--- src/code8b10b_pkg.sv ---
package code8b10b_pkg;

	// Width of one data byte
	localparam int BYTE_W = 8;

	// Input symbol is the K flag on top of the byte
	localparam int SYM_IN_W = BYTE_W + 1;

	// Width of one 8b/10b code group
	localparam int CODE_W = 10;

	// Input symbol
	// bit 8 set marks a control symbol, bits 7:0 carry the byte
	typedef logic [SYM_IN_W-1:0] in_sym_t;

	// Code group as it leaves the encoder
	// bit 0 is transmitted first (a), bit 9 last (j)
	// bits 5:0 hold abcdei and bits 9:6 hold fghj
	typedef logic [CODE_W-1:0] code_t;

	// Comma used for the packet preamble
	localparam in_sym_t K28_1 = 9'h13C;

	// End-of-body marker, echoed ahead of the CRC trailer
	localparam in_sym_t K23_7 = 9'h1F7;

	// Closing comma after the trailer
	localparam in_sym_t K28_5 = 9'h1BC;

endpackage

--- src/frame_pkg.sv ---
package frame_pkg;

	// Packet framer states
	typedef enum logic [2:0] {
		IDLE,
		PREAMBLE,
		BODY,
		TRAILER,
		CLOSE
	} frame_state_t;

	// CRC-32 width
	localparam int CRC_W = 32;

	// Reflected form of 04C11DB7, bytes fed LSB first
	localparam logic [CRC_W-1:0] CRC_POLY = 32'hEDB8_8320;

	// Seed loaded at the start of each packet
	localparam logic [CRC_W-1:0] CRC_INIT = 32'hFFFF_FFFF;

	// Final inversion on the way out
	localparam logic [CRC_W-1:0] CRC_XOR_OUT = 32'hFFFF_FFFF;

endpackage

--- src/encoder_8b10b.sv ---
`timescale 1ns/100ps

module encoder_8b10b (
	input  logic                   clk,
	input  logic                   reset,
	input  logic                   push,
	input  logic                   start,
	input  code8b10b_pkg::in_sym_t sym,
	output logic                   pushout,
	output logic                   startout,
	output code8b10b_pkg::code_t   dataout
);

	// Running disparity is 1 when positive
	logic rd_pos;
	// Disparity between the 6b and 4b sub-blocks
	logic rd6_pos;
	logic alt7;
	logic [5:0] d6;
	logic [3:0] d4;
	code8b10b_pkg::code_t code;

	// 5b/6b table in its RD- column
	function automatic logic [5:0] enc_5b6b(input logic [4:0] x);
		case (x)
			5'd0:  return 6'b111001;
			5'd1:  return 6'b101110;
			5'd2:  return 6'b101101;
			5'd3:  return 6'b100011;
			5'd4:  return 6'b101011;
			5'd5:  return 6'b100101;
			5'd6:  return 6'b100110;
			5'd7:  return 6'b000111;
			5'd8:  return 6'b100111;
			5'd9:  return 6'b101001;
			5'd10: return 6'b101010;
			5'd11: return 6'b001011;
			5'd12: return 6'b101100;
			5'd13: return 6'b001101;
			5'd14: return 6'b001110;
			5'd15: return 6'b111010;
			5'd16: return 6'b110110;
			5'd17: return 6'b110001;
			5'd18: return 6'b110010;
			5'd19: return 6'b010011;
			5'd20: return 6'b110100;
			5'd21: return 6'b010101;
			5'd22: return 6'b010110;
			5'd23: return 6'b010111;
			5'd24: return 6'b110011;
			5'd25: return 6'b011001;
			5'd26: return 6'b011010;
			5'd27: return 6'b011011;
			5'd28: return 6'b011100;
			5'd29: return 6'b011101;
			5'd30: return 6'b011110;
			default: return 6'b110101;
		endcase
	endfunction

	// 3b/4b table in its RD- column where alt picks D.x.A7
	function automatic logic [3:0] enc_3b4b(input logic [2:0] y, input logic alt);
		case (y)
			3'd0: return 4'b1101;
			3'd1: return 4'b1001;
			3'd2: return 4'b1010;
			3'd3: return 4'b0011;
			3'd4: return 4'b1011;
			3'd5: return 4'b0101;
			3'd6: return 4'b0110;
			default: return alt ? 4'b1110 : 4'b0111;
		endcase
	endfunction

	// Kept control symbols in their RD- form
	function automatic code8b10b_pkg::code_t enc_k(input code8b10b_pkg::in_sym_t k);
		case (k)
			code8b10b_pkg::K28_1: return 10'b1001111100;
			code8b10b_pkg::K23_7: return 10'b0001010111;
			code8b10b_pkg::K28_5: return 10'b0101111100;
			default: return '0;
		endcase
	endfunction

	always_comb begin
		d6 = enc_5b6b(sym[4:0]);
		// Unbalanced groups and D.7 flip for RD+
		if (rd_pos && ($countones(d6) != 3 || sym[4:0] == 5'd7))
			d6 = ~d6;
		rd6_pos = rd_pos ^ ($countones(d6) != 3);
		// A7 avoids a run of five equal bits across the boundary
		alt7 = rd6_pos ? (sym[4:0] inside {5'd11, 5'd13, 5'd14}) :
			(sym[4:0] inside {5'd17, 5'd18, 5'd20});
		d4 = enc_3b4b(sym[7:5], alt7);
		if (rd6_pos && ($countones(d4) != 2 || sym[7:5] == 3'd3))
			d4 = ~d4;
		if (sym[8])
			code = rd_pos ? ~enc_k(sym) : enc_k(sym);
		else
			code = {d4, d6};
	end

	always_ff @(posedge clk) begin
		if (reset) begin
			pushout <= 1'b0;
			startout <= 1'b0;
			dataout <= '0;
			rd_pos <= 1'b0;
		end else begin
			pushout <= push;
			startout <= start;
			if (push) begin
				dataout <= code;
				// K28.5 ends a packet and the line restarts at RD-
				if (sym == code8b10b_pkg::K28_5)
					rd_pos <= 1'b0;
				else
					rd_pos <= rd_pos ^ ($countones(code) != 5);
			end
		end
	end

	a_code_weight: assert property (@(posedge clk) disable iff (reset)
		pushout |-> $countones(dataout) inside {[4:6]});

	a_start_with_push: assert property (@(posedge clk) disable iff (reset)
		$rose(startout) |-> pushout);

endmodule

--- src/crc32_accumulator.sv ---
`timescale 1ns/100ps

module crc32_accumulator (
	input  logic                             clk,
	input  logic                             reset,
	input  logic                             clear,
	input  logic                             update,
	input  logic [code8b10b_pkg::BYTE_W-1:0] data,
	output logic [frame_pkg::CRC_W-1:0]      crc
);

	logic [frame_pkg::CRC_W-1:0] state;

	// One byte through the shift register, LSB first
	function automatic logic [frame_pkg::CRC_W-1:0] fold_byte(
		input logic [frame_pkg::CRC_W-1:0] c,
		input logic [code8b10b_pkg::BYTE_W-1:0] d
	);
		logic [frame_pkg::CRC_W-1:0] r;
		r = c;
		for (int i = 0; i < code8b10b_pkg::BYTE_W; i++)
			r = (r[0] ^ d[i]) ? ((r >> 1) ^ frame_pkg::CRC_POLY) : (r >> 1);
		return r;
	endfunction

	always_ff @(posedge clk) begin
		if (reset || clear)
			state <= frame_pkg::CRC_INIT;
		else if (update)
			state <= fold_byte(state, data);
	end

	assign crc = state ^ frame_pkg::CRC_XOR_OUT;

	a_clear_update: assert property (@(posedge clk) disable iff (reset)
		!(clear && update));

endmodule

--- src/packet_framer.sv ---
`timescale 1ns/100ps

module packet_framer #(
	parameter int PREAMBLE_LEN = 4
) (
	input  logic                             clk,
	input  logic                             reset,
	input  logic                             pushin,
	input  logic                             startin,
	input  code8b10b_pkg::in_sym_t           datain,
	input  logic [frame_pkg::CRC_W-1:0]      crc_value,
	output logic                             enc_push,
	output logic                             enc_start,
	output code8b10b_pkg::in_sym_t           enc_sym,
	output logic                             crc_clear,
	output logic                             crc_update,
	output logic [code8b10b_pkg::BYTE_W-1:0] crc_byte
);

	localparam int CNT_W = $clog2(PREAMBLE_LEN + 1);

	frame_pkg::frame_state_t state;
	frame_pkg::frame_state_t state_next;
	// Preamble symbols accepted so far
	logic [CNT_W-1:0] pre_cnt;
	logic [CNT_W-1:0] pre_next;
	// CRC byte index counting up from the low byte
	logic [1:0] trail_cnt;
	logic [1:0] trail_next;

	assign crc_byte = datain[code8b10b_pkg::BYTE_W-1:0];

	always_comb begin
		state_next = state;
		pre_next = pre_cnt;
		trail_next = trail_cnt;
		enc_push = 1'b0;
		enc_start = 1'b0;
		enc_sym = datain;
		crc_clear = 1'b0;
		crc_update = 1'b0;
		case (state)
			frame_pkg::IDLE: begin
				if (pushin && startin && datain == code8b10b_pkg::K28_1) begin
					enc_push = 1'b1;
					enc_start = 1'b1;
					crc_clear = 1'b1;
					pre_next = CNT_W'(1);
					state_next = (PREAMBLE_LEN > 1) ? frame_pkg::PREAMBLE : frame_pkg::BODY;
				end
			end
			frame_pkg::PREAMBLE: begin
				if (pushin) begin
					if (datain == code8b10b_pkg::K28_1) begin
						enc_push = 1'b1;
						pre_next = pre_cnt + 1'b1;
						if (pre_cnt == CNT_W'(PREAMBLE_LEN - 1))
							state_next = frame_pkg::BODY;
					end else begin
						// Broken preamble drops the packet
						state_next = frame_pkg::IDLE;
					end
				end
			end
			frame_pkg::BODY: begin
				if (pushin) begin
					if (!datain[8]) begin
						enc_push = 1'b1;
						crc_update = 1'b1;
					end else if (datain == code8b10b_pkg::K23_7) begin
						enc_push = 1'b1;
						trail_next = 2'd0;
						state_next = frame_pkg::TRAILER;
					end
				end
			end
			frame_pkg::TRAILER: begin
				// Input is ignored until the trailer is out
				enc_push = 1'b1;
				enc_sym = {1'b0, crc_value[{trail_cnt, 3'b000} +: code8b10b_pkg::BYTE_W]};
				trail_next = trail_cnt + 1'b1;
				if (trail_cnt == 2'd3)
					state_next = frame_pkg::CLOSE;
			end
			frame_pkg::CLOSE: begin
				enc_push = 1'b1;
				enc_sym = code8b10b_pkg::K28_5;
				state_next = frame_pkg::IDLE;
			end
			default: state_next = frame_pkg::IDLE;
		endcase
	end

	always_ff @(posedge clk) begin
		if (reset) begin
			state <= frame_pkg::IDLE;
			pre_cnt <= '0;
			trail_cnt <= '0;
		end else begin
			state <= state_next;
			pre_cnt <= pre_next;
			trail_cnt <= trail_next;
		end
	end

	// Preamble count stays inside the opening
	a_pre_cnt_range: assert property (@(posedge clk) disable iff (reset)
		state == frame_pkg::PREAMBLE |-> pre_cnt != '0 && pre_cnt < CNT_W'(PREAMBLE_LEN));

endmodule

--- src/line_encoder_top.sv ---
`timescale 1ns/100ps

module line_encoder_top #(
	parameter int PREAMBLE_LEN = 4
) (
	input  logic                   clk,
	input  logic                   reset,
	input  logic                   pushin,
	input  logic                   startin,
	input  code8b10b_pkg::in_sym_t datain,
	output logic                   pushout,
	output logic                   startout,
	output code8b10b_pkg::code_t   dataout
);

	logic enc_push;
	logic enc_start;
	code8b10b_pkg::in_sym_t enc_sym;
	logic crc_clear;
	logic crc_update;
	logic [code8b10b_pkg::BYTE_W-1:0] crc_byte;
	logic [frame_pkg::CRC_W-1:0] crc_value;

	// Symbol selection and packet sequencing
	packet_framer #(
		.PREAMBLE_LEN(PREAMBLE_LEN)
	) packet_framer_i (
		.clk       (clk),
		.reset     (reset),
		.pushin    (pushin),
		.startin   (startin),
		.datain    (datain),
		.crc_value (crc_value),
		.enc_push  (enc_push),
		.enc_start (enc_start),
		.enc_sym   (enc_sym),
		.crc_clear (crc_clear),
		.crc_update(crc_update),
		.crc_byte  (crc_byte)
	);

	crc32_accumulator crc32_accumulator_i (
		.clk   (clk),
		.reset (reset),
		.clear (crc_clear),
		.update(crc_update),
		.data  (crc_byte),
		.crc   (crc_value)
	);

	// One cycle from framer selection to line output
	encoder_8b10b encoder_8b10b_i (
		.clk     (clk),
		.reset   (reset),
		.push    (enc_push),
		.start   (enc_start),
		.sym     (enc_sym),
		.pushout (pushout),
		.startout(startout),
		.dataout (dataout)
	);

endmodule

--- config.mk ---
export PLATFORM = sky130hd
export DESIGN_NAME = line_encoder_top
export DESIGN_NICKNAME = d
export VERILOG_FILES = /design/src/code8b10b_pkg.sv /design/src/frame_pkg.sv /design/src/encoder_8b10b.sv /design/src/crc32_accumulator.sv /design/src/packet_framer.sv /design/src/line_encoder_top.sv
export SDC_FILE = /design/constraint.sdc
export NUM_CORES = 1
export LEC_CHECK = 0
export ABC_AREA = 1
export BUFFER_PORTS_ARGS = -buffer_cell sky130_fd_sc_hd__buf_4
export CAP_MARGIN = 20
export CORE_ASPECT_RATIO = 1.25
export CORE_MARGIN = 5
export CORE_UTILIZATION = 45
export DETAILED_ROUTE_END_ITERATION = 8
export GPL_ROUTABILITY_DRIVEN = 0
export GPL_TIMING_DRIVEN = 1
export HOLD_SLACK_MARGIN = 0.12
export PLACE_DENSITY = 0.63
export SYNTH_ARGS = -nofsm -noshare
export SYNTH_HDL_FRONTEND = slang
export SYNTH_SLANG_ARGS = --single-unit
--- constraint.sdc ---
create_clock -name clk -period 22.9 [get_ports clk]
set_input_delay 0 -clock clk [delete_from_list [all_inputs] [get_ports clk]]
set_output_delay 0 -clock clk [all_outputs]
set_load 0.02 [all_outputs]
==> flow_summary.html <==
<table>
<tr><th>Metric</th><th>Value</th></tr>
<tr><th colspan="2">Placement</th></tr>
<tr><td>PortBufs</td><td>24</td></tr>
<tr><td>Dpl ws</td><td>roughly 14 ns</td></tr>
<tr><td>Number of cells in the design after placement</td><td>about 840</td></tr>
<tr><td>Post-detailed-placement half-perimeter wirelength</td><td>around 9600 um</td></tr>
<tr><th colspan="2">Timing</th></tr>
<tr><td>Setup slack after layout</td><td>~14 ns</td></tr>
<tr><td>Unrepaired setup endpoints after global routing</td><td>false</td></tr>
<tr><td>Final-report setup violation count</td><td>0</td></tr>
<tr><td>Highest clock rate</td><td>approximately 0.12 GHz</td></tr>
<tr><td>Final Hold Viols</td><td>0</td></tr>
<tr><td>Post-layout minimum cycle time</td><td>between 8 and 9 ns</td></tr>
<tr><td>Number of pins with negative max-slew slack in the final report</td><td>0</td></tr>
<tr><td>Final sum of negative setup slack</td><td>0 ns</td></tr>
<tr><td>Final worst path period share</td><td>37.1%</td></tr>
<tr><td>Slew at the pin closest to its max-slew limit</td><td>approximately 0.75 ns</td></tr>
<tr><td>Worst rel slew slack</td><td>just under 50%</td></tr>
<tr><td>Worst clock skew</td><td>about 0.012 ns</td></tr>
<tr><th colspan="2">Clock network</th></tr>
<tr><td>Max Buffers Root-to-Sink</td><td>2</td></tr>
<tr><td>Post-CTS Repair Setup Buffers</td><td>0</td></tr>
<tr><td>Total clock buffers created by CTS</td><td>5</td></tr>
<tr><td>Total of cells resized after clock tree synthesis</td><td>0</td></tr>
<tr><td>CTS hold repair buffers</td><td>3</td></tr>
<tr><td>Number of clock sinks</td><td>53</td></tr>
<tr><td>Clock tree from TritonCTS</td><td>yes</td></tr>
<tr><td>H-Tree Depth</td><td>2</td></tr>
<tr><td>Clock insertion delay at the later pin of the skew report</td><td>roughly 0.3 ns</td></tr>
<tr><td>Clock root buffer</td><td>sky130_fd_sc_hd__clkbuf_16</td></tr>
<tr><td>Clock transition at the registers of the reported paths</td><td>around 0.08 ns</td></tr>
<tr><th colspan="2">Drt</th></tr>
<tr><td>Total length of routed wires</td><td>about 12000 um</td></tr>
<tr><td>First-iteration detailed-routing DRC count</td><td>roughly 190</td></tr>
<tr><td>Final routed wire length divided by cell count</td><td>about 14 um</td></tr>
<tr><td>DR vias</td><td>around 4.5k</td></tr>
<tr><td>Routed vias/inst</td><td>between 5 and 6</td></tr>
<tr><td>Remaining antenna violation count</td><td>0</td></tr>
<tr><td>Number of iterations in the first detailed-routing pass</td><td>5</td></tr>
<tr><td>Detailed-route DRC error count</td><td>0</td></tr>
<tr><th colspan="2">Critical path</th></tr>
<tr><td>Delay contributed by the slowest stage of the critical path</td><td>roughly 0.7 ns</td></tr>
<tr><td>Critical path endpoint category</td><td>flop</td></tr>
<tr><td>Critical path peak fanout</td><td>18</td></tr>
<tr><td>Type of element launching the critical path</td><td>flop</td></tr>
<tr><td>Number of cells on the worst reg-to-reg path</td><td>53</td></tr>
<tr><td>Library cell appearing most often on the critical path</td><td>sky130_fd_sc_hd__nand2_1</td></tr>
<tr><td>Cell with the largest stage delay on the worst path</td><td>sky130_fd_sc_hd__dfxtp_1</td></tr>
<tr><td>Worst endpoint required time</td><td>23.09 ns</td></tr>
<tr><td>Path type of the worst setup path</td><td>flop to flop</td></tr>
<tr><td>Crit path DAT</td><td>8.69 ns</td></tr>
<tr><th colspan="2">Min path</th></tr>
<tr><td>HP Class</td><td>input port to flop</td></tr>
<tr><td>Instance count along the most critical hold path</td><td>4</td></tr>
<tr><th colspan="2">Cells and area</th></tr>
<tr><td>Proportion of layout cells with a drive suffix above 1</td><td>~14%</td></tr>
<tr><td>ANT cells</td><td>0</td></tr>
<tr><td>Layout overhead on the synthesized area</td><td>9.18%</td></tr>
<tr><td>Total Nets Final</td><td>about 770</td></tr>
<tr><td>Number of cells in the finished layout apart from fillers</td><td>between 800 and 900</td></tr>
<tr><th colspan="2">Synth</th></tr>
<tr><td>Cell with the most instances after synthesis</td><td>sky130_fd_sc_hd__nand2_1</td></tr>
<tr><td>Cells after Synth</td><td>approximately 700</td></tr>
<tr><td>Synthesized area divided by synthesized cell count</td><td>6.94 um^2</td></tr>
<tr><td>Syn nets</td><td>747</td></tr>
<tr><td>Fraction of registers with async set or reset after synthesis</td><td>0%</td></tr>
<tr><td>Total number of yosys warnings</td><td>0</td></tr>
<tr><td>Post-synth EDFFs</td><td>0</td></tr>
<tr><td>Post-Syn Area</td><td>just under 5000 um^2</td></tr>
<tr><td>Commonest cells in the synthesized netlist</td><td>160 x sky130_fd_sc_hd__nand2_1, 85 x sky130_fd_sc_hd__inv_1, 62 x sky130_fd_sc_hd__nand3_1</td></tr>
<tr><td>Proportion of netlist area held by the largest area contributor</td><td>21.8%</td></tr>
<tr><td>Main area contributors after synthesis</td><td>sky130_fd_sc_hd__dfxtp_1 22%, sky130_fd_sc_hd__nand2_1 12%, sky130_fd_sc_hd__xor2_1 7.4%, sky130_fd_sc_hd__inv_1 6.5%, sky130_fd_sc_hd__nand3_1 6.4%</td></tr>
<tr><td>Count of different cell masters after synthesis</td><td>52</td></tr>
<tr><td>Most area-hungry cell type in the Yosys netlist</td><td>sky130_fd_sc_hd__dfxtp_1</td></tr>
<tr><td>Fraction of the yosys area taken by sequential cells</td><td>21.8%</td></tr>
<tr><td>Flip-flop and latch count after synthesis</td><td>53</td></tr>
<tr><td>Most used flip-flop cell after synthesis</td><td>sky130_fd_sc_hd__dfxtp_1</td></tr>
<tr><th colspan="2">Floorplanning</th></tr>
<tr><td>Core Footprint</td><td>between 10000 and 15000 um^2</td></tr>
<tr><td>Area of the die</td><td>between 10000 and 15000 um^2</td></tr>
<tr><td>Boundary pin count</td><td>25</td></tr>
<tr><td>Die Y-Extent</td><td>approximately 130 um</td></tr>
<tr><td>Row cnt</td><td>42</td></tr>
<tr><td>Die X-Extent</td><td>between 100 and 150 um</td></tr>
<tr><td>Initial Utilization</td><td>a little under half</td></tr>
<tr><th colspan="2">Global route</th></tr>
<tr><td>Antenna violations before repair</td><td>0</td></tr>
<tr><td>Global-route wire length before repair</td><td>20500 um</td></tr>
<tr><td>Global routing usage on met3</td><td>about 3.3%</td></tr>
<tr><td>Total global routing track utilization</td><td>19.6%</td></tr>
<tr><td>Busiest layer in global routing</td><td>met2</td></tr>
<tr><td>Vias in the first global route</td><td>~4.3k</td></tr>
<tr><td>Maximum number of pins on one net before global-route repair</td><td>40</td></tr>
<tr><td>Global route total overflow</td><td>0</td></tr>
<tr><td>Met2 layer usage reported by global route</td><td>34.6%</td></tr>
<tr><td>Global routing met1 resource utilization</td><td>about a quarter</td></tr>
<tr><th colspan="2">Power and ir drop</th></tr>
<tr><td>Power density over the cells</td><td>~90 nW/um^2</td></tr>
<tr><td>Largest voltage drop on the vdd net</td><td>0.0660 mV</td></tr>
<tr><td>Leakage power summed over all cells</td><td>roughly 2.6 nW</td></tr>
<tr><th colspan="2">Run status</th></tr>
<tr><td>Run status</td><td>complete, no violations</td></tr>
<tr><th colspan="2">Flow run</th></tr>
<tr><td>Max-cap check violation count</td><td>0</td></tr>
</table>
registers in the layout, summed over array words and instances, names as in the netlist:
register / cells
encoder_8b10b_i.startout: 1
packet_framer_i.pre_cnt: 3
packet_framer_i.state: 3
encoder_8b10b_i.pushout: 1
encoder_8b10b_i.dataout: 10
encoder_8b10b_i.rd_pos: 1
packet_framer_i.trail_cnt: 2
crc32_accumulator_i.state: 32
layout make-up:
type,instances,area [um^2]
flip-flops and latches,53,1060
repair buffers,29,225
clock buffers,6,129
well taps,132,165
multi-input cells,525,3310
inverters,107,422
clock inverters,2,13.8
fillers,1082,5290
worst max-delay path, delay by kind of cell, from the launching register on:
family,cells,cell delay [ns]
compound gates,4,0.56
xor+xnor,2,0.34
fa+ha+maj,10,3.55
buf+inv,9,0.78
flops,1,0.72
simple gates,28,2.44
per-layer routing:
layer  vias to the layer above  wire length, um  share of wire (%)
li1                       2288                -                  -
met1                      2047             5130                 42
met2                       107             6250                 51
met3                        35              396                3.2
met4                         0              420                3.4
met5                         -                0                  0
cells in the final DEF, fill, tap and decap left out, types with 3 or more instances in the layout:
cell	n
sky130_fd_sc_hd__xnor2_1	16
sky130_fd_sc_hd__nand2_1	160
sky130_fd_sc_hd__nand2_2	6
sky130_fd_sc_hd__o211ai_1	16
sky130_fd_sc_hd__o21ai_1	15
sky130_fd_sc_hd__dfxtp_1	53
sky130_fd_sc_hd__o21ai_0	38
sky130_fd_sc_hd__nand2_4	5
sky130_fd_sc_hd__or2_1	3
sky130_fd_sc_hd__xor2_1	41
sky130_fd_sc_hd__nor2_1	38
sky130_fd_sc_hd__fa_1	9
sky130_fd_sc_hd__nand3_2	6
sky130_fd_sc_hd__a21oi_1	38
sky130_fd_sc_hd__dlygate4sd3_1	3
sky130_fd_sc_hd__buf_4	26
sky130_fd_sc_hd__nand3_1	62
sky130_fd_sc_hd__inv_1	85
sky130_fd_sc_hd__nand3_4	3
sky130_fd_sc_hd__inv_2	16
sky130_fd_sc_hd__a21oi_2	3
sky130_fd_sc_hd__ha_1	22
sky130_fd_sc_hd__nor2_2	3
sky130_fd_sc_hd__xor2_2	3
sky130_fd_sc_hd__xnor2_2	4
sky130_fd_sc_hd__nor3_1	7
sky130_fd_sc_hd__clkbuf_16	5
metrics by stage:
stage                     util (%)  instance area [um^2]  hold slack (ns)  power [mW]
after global placement        48.5                  5150            0.256       0.403
after floorplan                  -                  4880            0.188       0.350
final                         50.2                  5330            0.169       0.490
after CTS                     50.2                  5330            0.149       0.496
after global routing          50.2                  5330            0.196       0.540
after detailed placement      48.5                  5150            0.261       0.416
cells by family after synthesis:
| logic type | Yosys count | synth area share, % |
|---|---|---|
| AO/OA/AOI/OAI | 119 | 14.0 |
| XOR/XNOR | 67 | 14.3 |
| adder cells (fa/ha/maj) | 31 | 9.34 |
| buffers and inverters | 125 | 10.4 |
| flip-flops | 53 | 21.8 |
| AND/OR/NAND/NOR | 308 | 30.3 |
where the power goes:
group	total, mW	internal (mW)	leakage, nW	switching (mW)
registers	0.119	0.106	0.429	0.0124
clock network	0.0774	0.0409	0.0712	0.0365
logic	0.294	0.119	2.15	0.176
total	0.490	0.266	2.65	0.225
worst paths after layout:
check                               startpoint  slack (ns)                            to
hold reg to reg     packet_framer_i.pre_cnt[0]        0.47    packet_framer_i.pre_cnt[0]
setup reg to reg  packet_framer_i.trail_cnt[0]       14.40        encoder_8b10b_i.rd_pos
setup / recovery  packet_framer_i.trail_cnt[0]       14.40        encoder_8b10b_i.rd_pos
hold / removal                          pushin        0.17  packet_framer_i.trail_cnt[0]
No activity file was read; power rests on OpenSTA's default activity.
